$ cat src/ext_pkg.sv
// ======================================
// Extract stage package
// Widths, vector types, opcodes, group
// records and the step state encoding
// ======================================
package ext_pkg;

	// ======================================
	// Widths
	// ======================================
	// Slots per pipeline group
	localparam int MWIDTH = 4;
	localparam int PARCEL_W = 16;
	localparam int INSN_PARCELS = 3;
	// Each instruction is three parcels of two bytes
	localparam int INSN_BYTES = INSN_PARCELS * 2;
	localparam int INSN_W = INSN_PARCELS * PARCEL_W;
	localparam int LINE_PARCELS = 32;
	localparam int LINE_W = LINE_PARCELS * PARCEL_W;
	// Aligned window covers all slots of a group
	localparam int WIN_W = MWIDTH * INSN_W;

	// ======================================
	// Vector types
	// ======================================
	typedef logic [31:0] pc_t;
	// Opcode in 6:0, signed displacement or address in 47:16
	typedef logic [INSN_W-1:0] insn_t;
	typedef logic [LINE_W-1:0] line_t;
	typedef logic [WIN_W-1:0] win_t;
	typedef logic [5:0] ipl_t;
	typedef logic [MWIDTH-1:0] slot_mask_t;

	// Default target when nothing redirects
	localparam pc_t RST_PC = 32'h0000_0000;

	// Opcodes
	localparam logic [6:0] OP_NOP = 7'h0B;
	localparam logic [6:0] OP_BSR = 7'h20;
	localparam logic [6:0] OP_JSR = 7'h21;
	localparam logic [6:0] OP_BCC = 7'h28;
	localparam logic [6:0] OP_RET = 7'h2C;

	// Filler parcel for the part of the window past the line end
	localparam logic [PARCEL_W-1:0] NOP_PARCEL = {{(PARCEL_W-7){1'b0}}, OP_NOP};

	// ======================================
	// Group records
	// ======================================
	typedef struct packed {
		logic v;
		pc_t ip;
		insn_t insn;
		// Predictor taken bit
		logic bt;
	} slot_t;

	typedef struct packed {
		logic v;
		pc_t ip;
		logic irq;
		ipl_t ipl;
	} group_hdr_t;

	typedef struct packed {
		group_hdr_t hdr;
		slot_t [MWIDTH-1:0] slot;
	} group_t;

	typedef struct packed {
		logic do_bsr;
		logic do_call;
		logic do_ret;
		pc_t tgt;
		pc_t ret_pc;
	} flow_t;

	typedef enum logic {
		ST_RUN,
		ST_STEPPING
	} step_state_t;

	// PC of a slot, counted in instructions from the group PC
	function automatic pc_t fn_slot_pc(input pc_t pc, input int unsigned idx);
		return pc + pc_t'(INSN_BYTES * idx);
	endfunction

endpackage

$ cat src/line_align.sv
// ======================================
// Line alignment
// Shifts the cache line onto the fetch
// PC parcel and flags a repeated group
// ======================================
module line_align (
	input  logic          clk,
	input  logic          rst_i,
	input  logic          en_i,
	input  ext_pkg::pc_t   pc_i,
	input  ext_pkg::line_t cline_i,
	output ext_pkg::win_t  win_o,
	output logic          redundant_o
);
	import ext_pkg::*;

	// Parcels needed past the line to fill a whole window
	localparam int PAD_PARCELS = WIN_W / PARCEL_W;
	localparam int PIDX_W = $clog2(LINE_PARCELS);

	logic [PIDX_W-1:0] pidx;
	logic [LINE_W+WIN_W-1:0] ext_line;
	logic [LINE_W+WIN_W-1:0] shifted;
	win_t win;

	// Copy of the last accepted group
	pc_t prev_pc;
	win_t prev_win;

	// Parcel index within the 64 byte line
	assign pidx = pc_i[PIDX_W:1];

	// ======================================
	// Alignment
	// ======================================
	always_comb begin
		// NOP parcels sit above the top of the line
		ext_line = {{PAD_PARCELS{NOP_PARCEL}}, cline_i};
		// Shift by parcel count times sixteen
		shifted = ext_line >> {pidx, 4'd0};
		win = shifted[WIN_W-1:0];
	end

	assign win_o = win;

	// ======================================
	// Redundant group detection
	// ======================================
	// Reset state is PC 0 with a zero line
	always_ff @(posedge clk) begin
		if (rst_i) begin
			prev_pc <= RST_PC;
			prev_win <= '0;
		end else if (en_i) begin
			prev_pc <= pc_i;
			prev_win <= win;
		end
	end

	// Same PC and same window as last time means nothing new
	assign redundant_o = (prev_pc == pc_i) && (prev_win == win);

endmodule

$ cat src/step_fsm.sv
// ======================================
// Single step control
// Tracks the step state and forms the
// per-slot valid mask
// ======================================
module step_fsm (
	input  logic                clk,
	input  logic                rst_i,
	input  logic                en_i,
	input  logic                ssm_i,
	input  logic                irq_i,
	input  logic                stomp_i,
	input  logic                branchmiss_i,
	input  logic                redundant_i,
	input  ext_pkg::pc_t         miss_pc_i,
	input  ext_pkg::pc_t         pc_i,
	output ext_pkg::slot_mask_t  valid_o,
	output logic                group_v_o
);
	import ext_pkg::*;

	step_state_t state;
	step_state_t state_nxt;
	logic group_ok;

	// ======================================
	// State machine
	// ======================================
	always_comb begin
		state_nxt = state;
		case (state)
			// First cycle of a step lets slot 0 through
			ST_RUN: begin
				if (ssm_i)
					state_nxt = ST_STEPPING;
			end
			// Hold until the step request drops
			ST_STEPPING: begin
				if (!ssm_i)
					state_nxt = ST_RUN;
			end
			default: state_nxt = ST_RUN;
		endcase
	end

	always_ff @(posedge clk) begin
		if (rst_i)
			state <= ST_RUN;
		else if (en_i)
			state <= state_nxt;
	end

	// ======================================
	// Slot valid mask
	// ======================================
	// Interrupt, stomp or a repeated group kill everything
	assign group_ok = !irq_i && !stomp_i && !redundant_i;

	always_comb begin
		pc_t slot_pc;
		logic step_ok;
		logic miss_ok;
		for (int i = 0; i < MWIDTH; i++) begin
			slot_pc = fn_slot_pc(pc_i, i);
			step_ok = !ssm_i || (i == 0 && state == ST_RUN);
			// Slots before the miss PC are on the wrong path
			miss_ok = !branchmiss_i || (slot_pc >= miss_pc_i);
			valid_o[i] = group_ok && step_ok && miss_ok;
		end
	end

	assign group_v_o = !stomp_i;

endmodule

$ cat src/branch_predecode.sv
// ======================================
// Branch pre-decode
// Classifies one instruction and forms
// its branch target
// ======================================
module branch_predecode (
	input  ext_pkg::pc_t   ip_i,
	input  ext_pkg::insn_t insn_i,
	output logic          call_o,
	output logic          bcc_o,
	output logic          ret_o,
	output ext_pkg::pc_t   tgt_o
);
	import ext_pkg::*;

	logic [6:0] opcode;
	// Displacement or absolute address
	pc_t field;

	assign opcode = insn_i[6:0];
	// Signed field spans the whole PC width
	assign field = insn_i[47:16];

	// Class bits
	assign call_o = (opcode == OP_BSR) || (opcode == OP_JSR);
	assign bcc_o = (opcode == OP_BCC);
	assign ret_o = (opcode == OP_RET);

	// Target
	always_comb begin
		case (opcode)
			// PC relative forms
			OP_BSR,
			OP_BCC: tgt_o = ip_i + field;
			// Absolute call
			OP_JSR: tgt_o = field;
			default: tgt_o = RST_PC;
		endcase
	end

endmodule

$ cat src/flow_select.sv
// ======================================
// Flow selection
// Picks the first valid control-flow
// slot and its target and return PC
// ======================================
module flow_select (
	input  ext_pkg::slot_mask_t valid_i,
	input  ext_pkg::pc_t        pc_i,
	input  ext_pkg::win_t       win_i,
	output ext_pkg::flow_t      flow_o
);
	import ext_pkg::*;

	pc_t [MWIDTH-1:0] slot_ip;
	pc_t [MWIDTH-1:0] slot_tgt;
	logic [MWIDTH-1:0] is_call;
	logic [MWIDTH-1:0] is_bcc;
	logic [MWIDTH-1:0] is_ret;

	// One pre-decoder per slot
	for (genvar g = 0; g < MWIDTH; g++) begin : g_dec
		assign slot_ip[g] = fn_slot_pc(pc_i, g);

		branch_predecode i_dec (
			.ip_i   (slot_ip[g]),
			.insn_i (win_i[g*INSN_W +: INSN_W]),
			.call_o (is_call[g]),
			.bcc_o  (is_bcc[g]),
			.ret_o  (is_ret[g]),
			.tgt_o  (slot_tgt[g])
		);
	end

	// ======================================
	// Priority scan from slot 0 upward
	// ======================================
	always_comb begin
		logic found;
		logic call_seen;
		flow_o = '0;
		flow_o.tgt = RST_PC;
		flow_o.ret_pc = RST_PC;
		found = 1'b0;
		call_seen = 1'b0;
		for (int i = 0; i < MWIDTH; i++) begin
			if (valid_i[i] && !found) begin
				// Calls and branches redirect
				if (is_call[i] || is_bcc[i]) begin
					flow_o.do_bsr = 1'b1;
					flow_o.do_call = is_call[i];
					flow_o.tgt = slot_tgt[i];
					found = 1'b1;
				end else if (is_ret[i]) begin
					flow_o.do_ret = 1'b1;
					found = 1'b1;
				end
			end
			// Return address follows the first valid call
			if (valid_i[i] && is_call[i] && !call_seen) begin
				flow_o.ret_pc = fn_slot_pc(slot_ip[i], 1);
				call_seen = 1'b1;
			end
		end
	end

endmodule

$ cat src/group_reg.sv
// ======================================
// Extract stage register
// Builds and holds the group record and
// the flow record
// ======================================
module group_reg (
	input  logic                  clk,
	input  logic                  rst_i,
	input  logic                  en_i,
	input  logic                  group_v_i,
	input  logic                  irq_i,
	input  logic [ext_pkg::MWIDTH-1:0] bt_i,
	input  ext_pkg::ipl_t          ipl_i,
	input  ext_pkg::pc_t           pc_i,
	input  ext_pkg::win_t          win_i,
	input  ext_pkg::slot_mask_t    valid_i,
	input  ext_pkg::flow_t         flow_i,
	output ext_pkg::group_t        group_o,
	output ext_pkg::flow_t         flow_o
);
	import ext_pkg::*;

	group_t group_d;
	group_t group_q;
	flow_t flow_q;

	// ======================================
	// Group record assembly
	// ======================================
	always_comb begin
		group_d.hdr.v = group_v_i;
		group_d.hdr.ip = pc_i;
		group_d.hdr.irq = irq_i;
		group_d.hdr.ipl = ipl_i;
		for (int i = 0; i < MWIDTH; i++) begin
			group_d.slot[i].v = valid_i[i];
			group_d.slot[i].ip = fn_slot_pc(pc_i, i);
			group_d.slot[i].insn = win_i[i*INSN_W +: INSN_W];
			group_d.slot[i].bt = bt_i[i];
		end
	end

	// ======================================
	// Stage register
	// ======================================
	// Reset clears the valid and do bits only
	always_ff @(posedge clk) begin
		if (rst_i) begin
			group_q.hdr.v <= 1'b0;
			for (int i = 0; i < MWIDTH; i++)
				group_q.slot[i].v <= 1'b0;
			flow_q.do_bsr <= 1'b0;
			flow_q.do_call <= 1'b0;
			flow_q.do_ret <= 1'b0;
		end else if (en_i) begin
			group_q <= group_d;
			flow_q <= flow_i;
		end
	end

	assign group_o = group_q;
	assign flow_o = flow_q;

endmodule

$ cat src/pipeline_ext_top.sv
// ======================================
// Extract stage top level
// Aligns a fetched line into a group of
// slots with validity and pre-decode
// ======================================
module pipeline_ext_top (
	input  logic                  clk,
	input  logic                  rst_i,
	input  logic                  en_i,
	input  logic                  stomp_i,
	input  logic                  irq_i,
	input  logic                  ssm_i,
	input  logic                  branchmiss_i,
	input  logic [ext_pkg::MWIDTH-1:0] bt_i,
	input  ext_pkg::ipl_t          ipl_i,
	input  ext_pkg::pc_t           pc_i,
	input  ext_pkg::pc_t           miss_pc_i,
	input  ext_pkg::line_t         cline_i,
	output ext_pkg::group_t        group_o,
	output ext_pkg::flow_t         flow_o
);
	import ext_pkg::*;

	// Aligned window and repeat flag
	win_t win;
	logic redundant;
	// Slot validity
	slot_mask_t valid;
	logic group_v;
	// Next flow record
	flow_t flow_d;

	line_align i_align (
		.clk         (clk),
		.rst_i       (rst_i),
		.en_i        (en_i),
		.pc_i        (pc_i),
		.cline_i     (cline_i),
		.win_o       (win),
		.redundant_o (redundant)
	);

	step_fsm i_step (
		.clk          (clk),
		.rst_i        (rst_i),
		.en_i         (en_i),
		.ssm_i        (ssm_i),
		.irq_i        (irq_i),
		.stomp_i      (stomp_i),
		.branchmiss_i (branchmiss_i),
		.redundant_i  (redundant),
		.miss_pc_i    (miss_pc_i),
		.pc_i         (pc_i),
		.valid_o      (valid),
		.group_v_o    (group_v)
	);

	flow_select i_flow (
		.valid_i (valid),
		.pc_i    (pc_i),
		.win_i   (win),
		.flow_o  (flow_d)
	);

	group_reg i_reg (
		.clk       (clk),
		.rst_i     (rst_i),
		.en_i      (en_i),
		.group_v_i (group_v),
		.irq_i     (irq_i),
		.bt_i      (bt_i),
		.ipl_i     (ipl_i),
		.pc_i      (pc_i),
		.win_i     (win),
		.valid_i   (valid),
		.flow_i    (flow_d),
		.group_o   (group_o),
		.flow_o    (flow_o)
	);

endmodule

$ cat config.mk
export PLATFORM = sky130hd
export DESIGN_NAME = pipeline_ext_top
export DESIGN_NICKNAME = d
export VERILOG_FILES = /design/src/ext_pkg.sv /design/src/line_align.sv /design/src/step_fsm.sv /design/src/branch_predecode.sv /design/src/flow_select.sv /design/src/group_reg.sv /design/src/pipeline_ext_top.sv
export SDC_FILE = /design/constraint.sdc
export NUM_CORES = 2
export LEC_CHECK = 0
export BUFFER_PORTS_ARGS = -buffer_cell sky130_fd_sc_hd__buf_4
export CORE_AREA = 2 2 402 404
export DETAILED_ROUTE_END_ITERATION = 6
export DIE_AREA = 0 0 404 406
export HOLD_SLACK_MARGIN = 0.05
export PLACE_DENSITY = 0.69
export SLEW_MARGIN = 0
export SYNTH_ARGS = -nofsm -noshare
export SYNTH_HDL_FRONTEND = slang
export SYNTH_SLANG_ARGS = --single-unit
$ cat constraint.sdc
create_clock -name clk -period 36.4 [get_ports clk]
set_input_delay 1.82 -clock clk [delete_from_list [all_inputs] [get_ports clk]]
set_output_delay 1.82 -clock clk [all_outputs]
set_load 0.01 [all_outputs]
# After elaboration in Yosys (flattened, before gate mapping)
# Cells that the tools add are included.
[totals] regBits=628 inputBits=593 output_inout_bits=435 word_cells=150
[op_classes] add_sub_neg=10 n_lt_le_gt_ge=4 n_eq_ne=18 n_shift=1 mux=40 n_bitwise=2 reduce_logical=48
[ops] cell="$shr A692 B9 Y192" count=1
[ops] cell="$mux W32" count=8
[ops] cell="$pmux W32 S2" count=4
[ops] cell="$eq A192 B192 Y1" count=1
[ops] cell="$mux W35" count=4
[ops] cell="$add A32 B3 Y32 const B" count=4
[ops] cell="$add A32 B32 Y32" count=4
[ops] cell="$ge A32 B32 Y1" count=4
[ops] cell="$eq A7 B6 Y1 const B" count=16
[ops] cell="$add A32 B4 Y32 const B" count=1
[ops] cell="$add A32 B5 Y32 const B" count=1
[ops] cell="$eq A32 B32 Y1" count=1
[ops] cell="$mux W1" count=20
[ops] cell="$logic_and A1 B1 Y1" count=19
[ops] cell="$logic_or A1 B1 Y1" count=13
[ops] cell="$logic_not A1 Y1" count=11
[ops] cell="$mux W2" count=4
[ops] cell="$reduce_or A2 Y1" count=4
[ops] cell="$not A1 Y1" count=2
[ops] cell="$reduce_and A2 Y1" count=1

# Depth between registers and ports, before layout
[logic_depth] depth_word=18 ltp_mapped=32 ltp_nobuf=23

# Modules after synthesis
# A second synthesis with hierarchy kept.
[unflattened] cells_unflattened=7767 hier_area_um2=69980.9
[by_module_without_submodules] mod="line_align" instances=1 cells_each=4321 area_each_um2=37508.5 seq_area_each_um2=4484.3
[by_module_without_submodules] mod="group_reg" instances=1 cells_each=711 area_each_um2=14123.5 seq_area_each_um2=11871.4
[by_module_without_submodules] mod="branch_predecode (i_flow.g_dec[0].i_dec ...)" instances=3 cells_each=327 area_each_um2=2118.3 seq_area_each_um2=0.0
[by_module_without_submodules] mod="flow_select" instances=1 cells_each=830 area_each_um2=5311.3 seq_area_each_um2=0.0
[by_module_without_submodules] mod="step_fsm" instances=1 cells_each=602 area_each_um2=4586.9 seq_area_each_um2=20.0
[by_module_without_submodules] mod="branch_predecode (i_flow.g_dec[3].i_dec)" instances=1 cells_each=322 area_each_um2=2095.8 seq_area_each_um2=0.0

# Worst setup path before layout
# Ideal clock, no wire load.
[synth_timing] path_kind="input to register" start="input port en_i" end="register i_reg.flow_q, in the netlist i_reg.flow_o[0], enable pin" setup_ps=1193 arrival_time_ps=19721 required_ps=35207 path_slack_ps=15485 cell_stages=4 n_path_buf=3 path_cell_list="clkbuf_1 -> clkbuf_1 -> clkbuf_1 -> nor2b_1"
[synth_via] elab_chain_cells=1
[synth_rtl] item="start: declaration" line_no="pipeline_ext_top.sv:9" source="input logic en_i,"
[synth_rtl] item="$reduce_and A2 Y1 (no source line)"
[synth_rtl] item="end signal: assignment" line_no="group_reg.sv:57" source="flow_q <= flow_i;"
[synth_rtl] item="end: declaration" line_no="group_reg.sv:25" source="flow_t flow_q;"
# Every way passes these cells.
# A chain may end at the register's enable or synchronous reset.

==> flow_metrics.tcl <==
set metrics [dict create \
    first_global_vias 61900 \
    setup_violations 0 \
    cp_max_fo 121 \
    regArea_mm2 0.0164 \
    coreArea_mm2 0.160 \
    ant_nets 0 \
    fp-row-count 147 \
    placed_cells 9075 \
    cts_setup_buffers 0 \
    stdcell_count 9268 \
    viasPerCell 7.14 \
    postLayoutSetupSlackWorst_ns 25.26 \
    synth_top_family_by_area "multiplexers" \
    synth_nets 7088 \
    powerDensity_mw_per_mm2 38.2 \
    clock_path_buffers 3 \
    die_area_mm2 0.164 \
    gr-usage-all-layers_pct 45.5 \
    yosysWarnings 0 \
    area_delta_synth_final_pct 20.0 \
    cap_violations 1 \
    fmax_mhz 89.7 \
    wl_per_cell_um 41.8 \
    ys.flop_type "edfxtp_1" \
    synth_edf_count 390 \
    syn_area_per_cell_um2 10.1 \
    drive_gt1_share_pct 30.1 \
    start_util_pct 39.3 \
    ctsResizeCount 0 \
    synth.top_cell.area_share_pct 18.7 \
    synth_xor_xnor_area_share_pct 5.71 \
    timing.setup.tns_ns 0 \
    synthAdderAreaFrac_pct 5.21 \
    worstPathCellList "buf_8 -> buf_4 -> buf_12 -> buf_12 -> buf_4 -> nand2b_1 -> o221ai_1 -> o21ai_0 -> o221ai_1 -> xnor2_1 -> nand4_1 -> nor4_1 -> nand4_1 -> nor3_1 -> a211o_1 -> buf_4 -> a21boi_2 -> buf_4 -> and2_0 -> inv_1 -> o311ai_1" \
    yosys-mux-area-fraction_pct 27.9 \
    placed_area_mm2 0.0725 \
    violations "design-rule violations, max-capacitance violations, max-slew violations" \
    rsz0062_at_grt "false" \
    ys_ff_latch 623 \
    fillCellCount 15100 \
    wirelength_um 387000 \
    stdcell_area_mm2 0.0753 \
    cp_data_arrival_time_ns 11.68 \
    cts_tree "done" \
    cp-start-kind "primary input" \
    multiInputGateArea_mm2 0.0430 \
    cellLeakagePower_uw 0.0300 \
    synthCells 6236 \
    clock_latency_ns 0.73 \
    worst_slew_pin_slew_ns 1.57 \
    async_flop_share_pct 0 \
    vias 66200 \
    clkSinkCount 623 \
    synth_cell_types 100 \
    synth-seq-area-share_pct 26.1 \
    holdPathStages 2 \
    clkTransAtPathRegs_ns 0.07 \
    io_buffer_count 1027 \
    chipWidth_um 404 \
    synth-simple-area-share_pct 12.0 \
    dp_slack_ns 25.03 \
    ioPinCount 1028 \
    ys_top_cells_by_area "edfxtp_1 (19%), mux4_2 (17%), mux2i_1 (8.2%)" \
    synth_top_cell_by_area "edfxtp_1" \
    crit_required_ns 36.94 \
    fin_util_pct 47.2 \
    fin_crit_sh_pct 30.6 \
    grt_pass1_wl_um 518000 \
    antenna_found_initial 103 \
    slew-limit-headroom_pct -5.24 \
    max_stage_delay_ns 0.83 \
    routabilityCongestion 1.14 \
    cts_buffers 77 \
    end_kind "flip-flop" \
    grt_max_degree 214 \
    worstSetupPathType "primary input to flip-flop" \
    drv_slew 4 \
    hold_path_class "flip-flop to flip-flop" \
    outcome "complete, but fails checks" \
    synth_compound_area_share_pct 17.3 \
    worstRegToRegCells 16 \
    nNetsFinal 7920 \
    skew_ns 0.0339 \
    ctsRootBufferMaster "clkbuf_16" \
    htree_levels 3 \
    dp_hpwl_um 302000 \
    holdBufCountCts 0 \
    overflow 0 \
    hold_viol_final 0 \
    cp_slowest_cell "and2_0" \
    fp.dieH_um 406 \
    drc 5 \
    drt_iter0_markers 11400 \
    fin_crit_ns 11.14 \
    ir_drop_v 0.0000347 \
    cpMostUsedCell "buf_4" \
    drt-pass1-iter-count 7 \
    syn_area_mm2 0.0628 \
]
-- cells by family (layout without fill, tap and decap cells) --
group                      after synthesis  count (layout)
and+or+nand+nor                       1557            1557
xor gates and xnor gates               409             409
adders and majority gates              259             259
muxes                                 1130            1130
DFF                                    623             623
buffers and inverters                  758            1650
AOI/OAI and AO/OA                     1500            1500
other                                    0              54
-- layout make-up --
class,instances,share of cell area [%]
diodes,54,0.179
clock inverters,48,0.739
well taps,2086,3.47
flip-flops and latches,623,21.7
multi-input cells,4855,57.1
repair buffers,1267,12.8
clock buffers,91,2.73
inverters,244,1.23
-- path summary, 6_finish.rpt --
| kind | end | slack, ns | start |
|---|---|---|---|
| min | i_align.prev_win[152] | 0.48 | i_align.prev_win[152] |
| min reg2reg | i_align.prev_win[152] | 0.48 | i_align.prev_win[152] |
| max reg2reg | i_reg.flow_o[20] | 29.33 | i_align.prev_pc[6] |
| max | i_reg.flow_o[20] | 25.26 | pc_i[1] |
-- worst max-delay path: cells and delay by family --
kind / cells / cell delay [ns]
AND/OR/NAND/NOR: 6 / 3.36
AO/OA/AOI/OAI: 6 / 1.82
XOR/XNOR: 1 / 0.38
buffers and inverters: 8 / 3.79
-- through the flow --
step	power (uW)	hold slack, ns
final	2880	0.481
after global routing	2930	0.494
after CTS	2820	0.475
after detailed placement	2010	0.464
after floorplan	1500	0.450
after global placement	2000	0.460
-- where the power goes --
part / switching (uW) / internal (uW)
registers: 36.9 / 814
clock network: 358 / 467
logic: 758 / 444
-- registers in the layout, indices dropped and copies added, names as in the netlist --
| register | count |
|---|---|
| i_align.prev_pc | 32 |
| i_reg.group_o | 331 |
| i_align.prev_win | 192 |
| i_step.state | 1 |
| i_reg.flow_o | 67 |
-- synthesized netlist by cell type, types with 45 or more instances --
library cell	number
buf_1	47
and3_1	50
mux4_2	482
mux2_2	136
ha_1	255
xnor2_1	286
o22ai_1	123
nor2_1	487
a21oi_1	199
buf_2	125
nor3_1	102
nor2b_1	50
a211oi_1	144
xor2_1	123
a31oi_1	45
and2_1	47
a21o_1	71
nand3_1	101
clkbuf_1	197
mux2i_1	512
o221ai_1	58
dfxtp_1	233
buf_4	124
nand4_1	76
a22oi_1	188
edfxtp_1	390
nand2_1	388
o21ai_0	175
inv_1	241
nand2b_1	58
-- cell usage in the layout (no fill, tap or decap), types with 54 or more instances in the layout --
| cell type | n |
|---|---|
| mux2_2 | 136 |
| nand2_1 | 388 |
| inv_1 | 240 |
| nand3_1 | 101 |
| clkbuf_16 | 77 |
| xnor2_1 | 286 |
| nor2_1 | 480 |
| ha_1 | 255 |
| mux2i_1 | 512 |
| nand2b_1 | 55 |
| nand4_1 | 76 |
| mux4_2 | 482 |
| nor3_1 | 99 |
| o21ai_0 | 174 |
| o22ai_1 | 123 |
| a211oi_1 | 138 |
| a21o_1 | 71 |
| o221ai_1 | 58 |
| a21oi_1 | 199 |
| dfxtp_1 | 233 |
| buf_4 | 1253 |
| edfxtp_1 | 390 |
| diode_2 | 54 |
| xor2_1 | 123 |
| a22oi_1 | 188 |
-- per-layer routing --
layer	up-vias	track usage, %	share of wire, %	wire, um
met1	32400	53.4	34	132000
met5	-	0.149	0.14	526
met3	1545	17.6	15	56400
li1	26200	-	-	-
met4	74	37.6	10	38800
met2	6066	65.6	41	159000
Power figures use the tool's default switching activity.
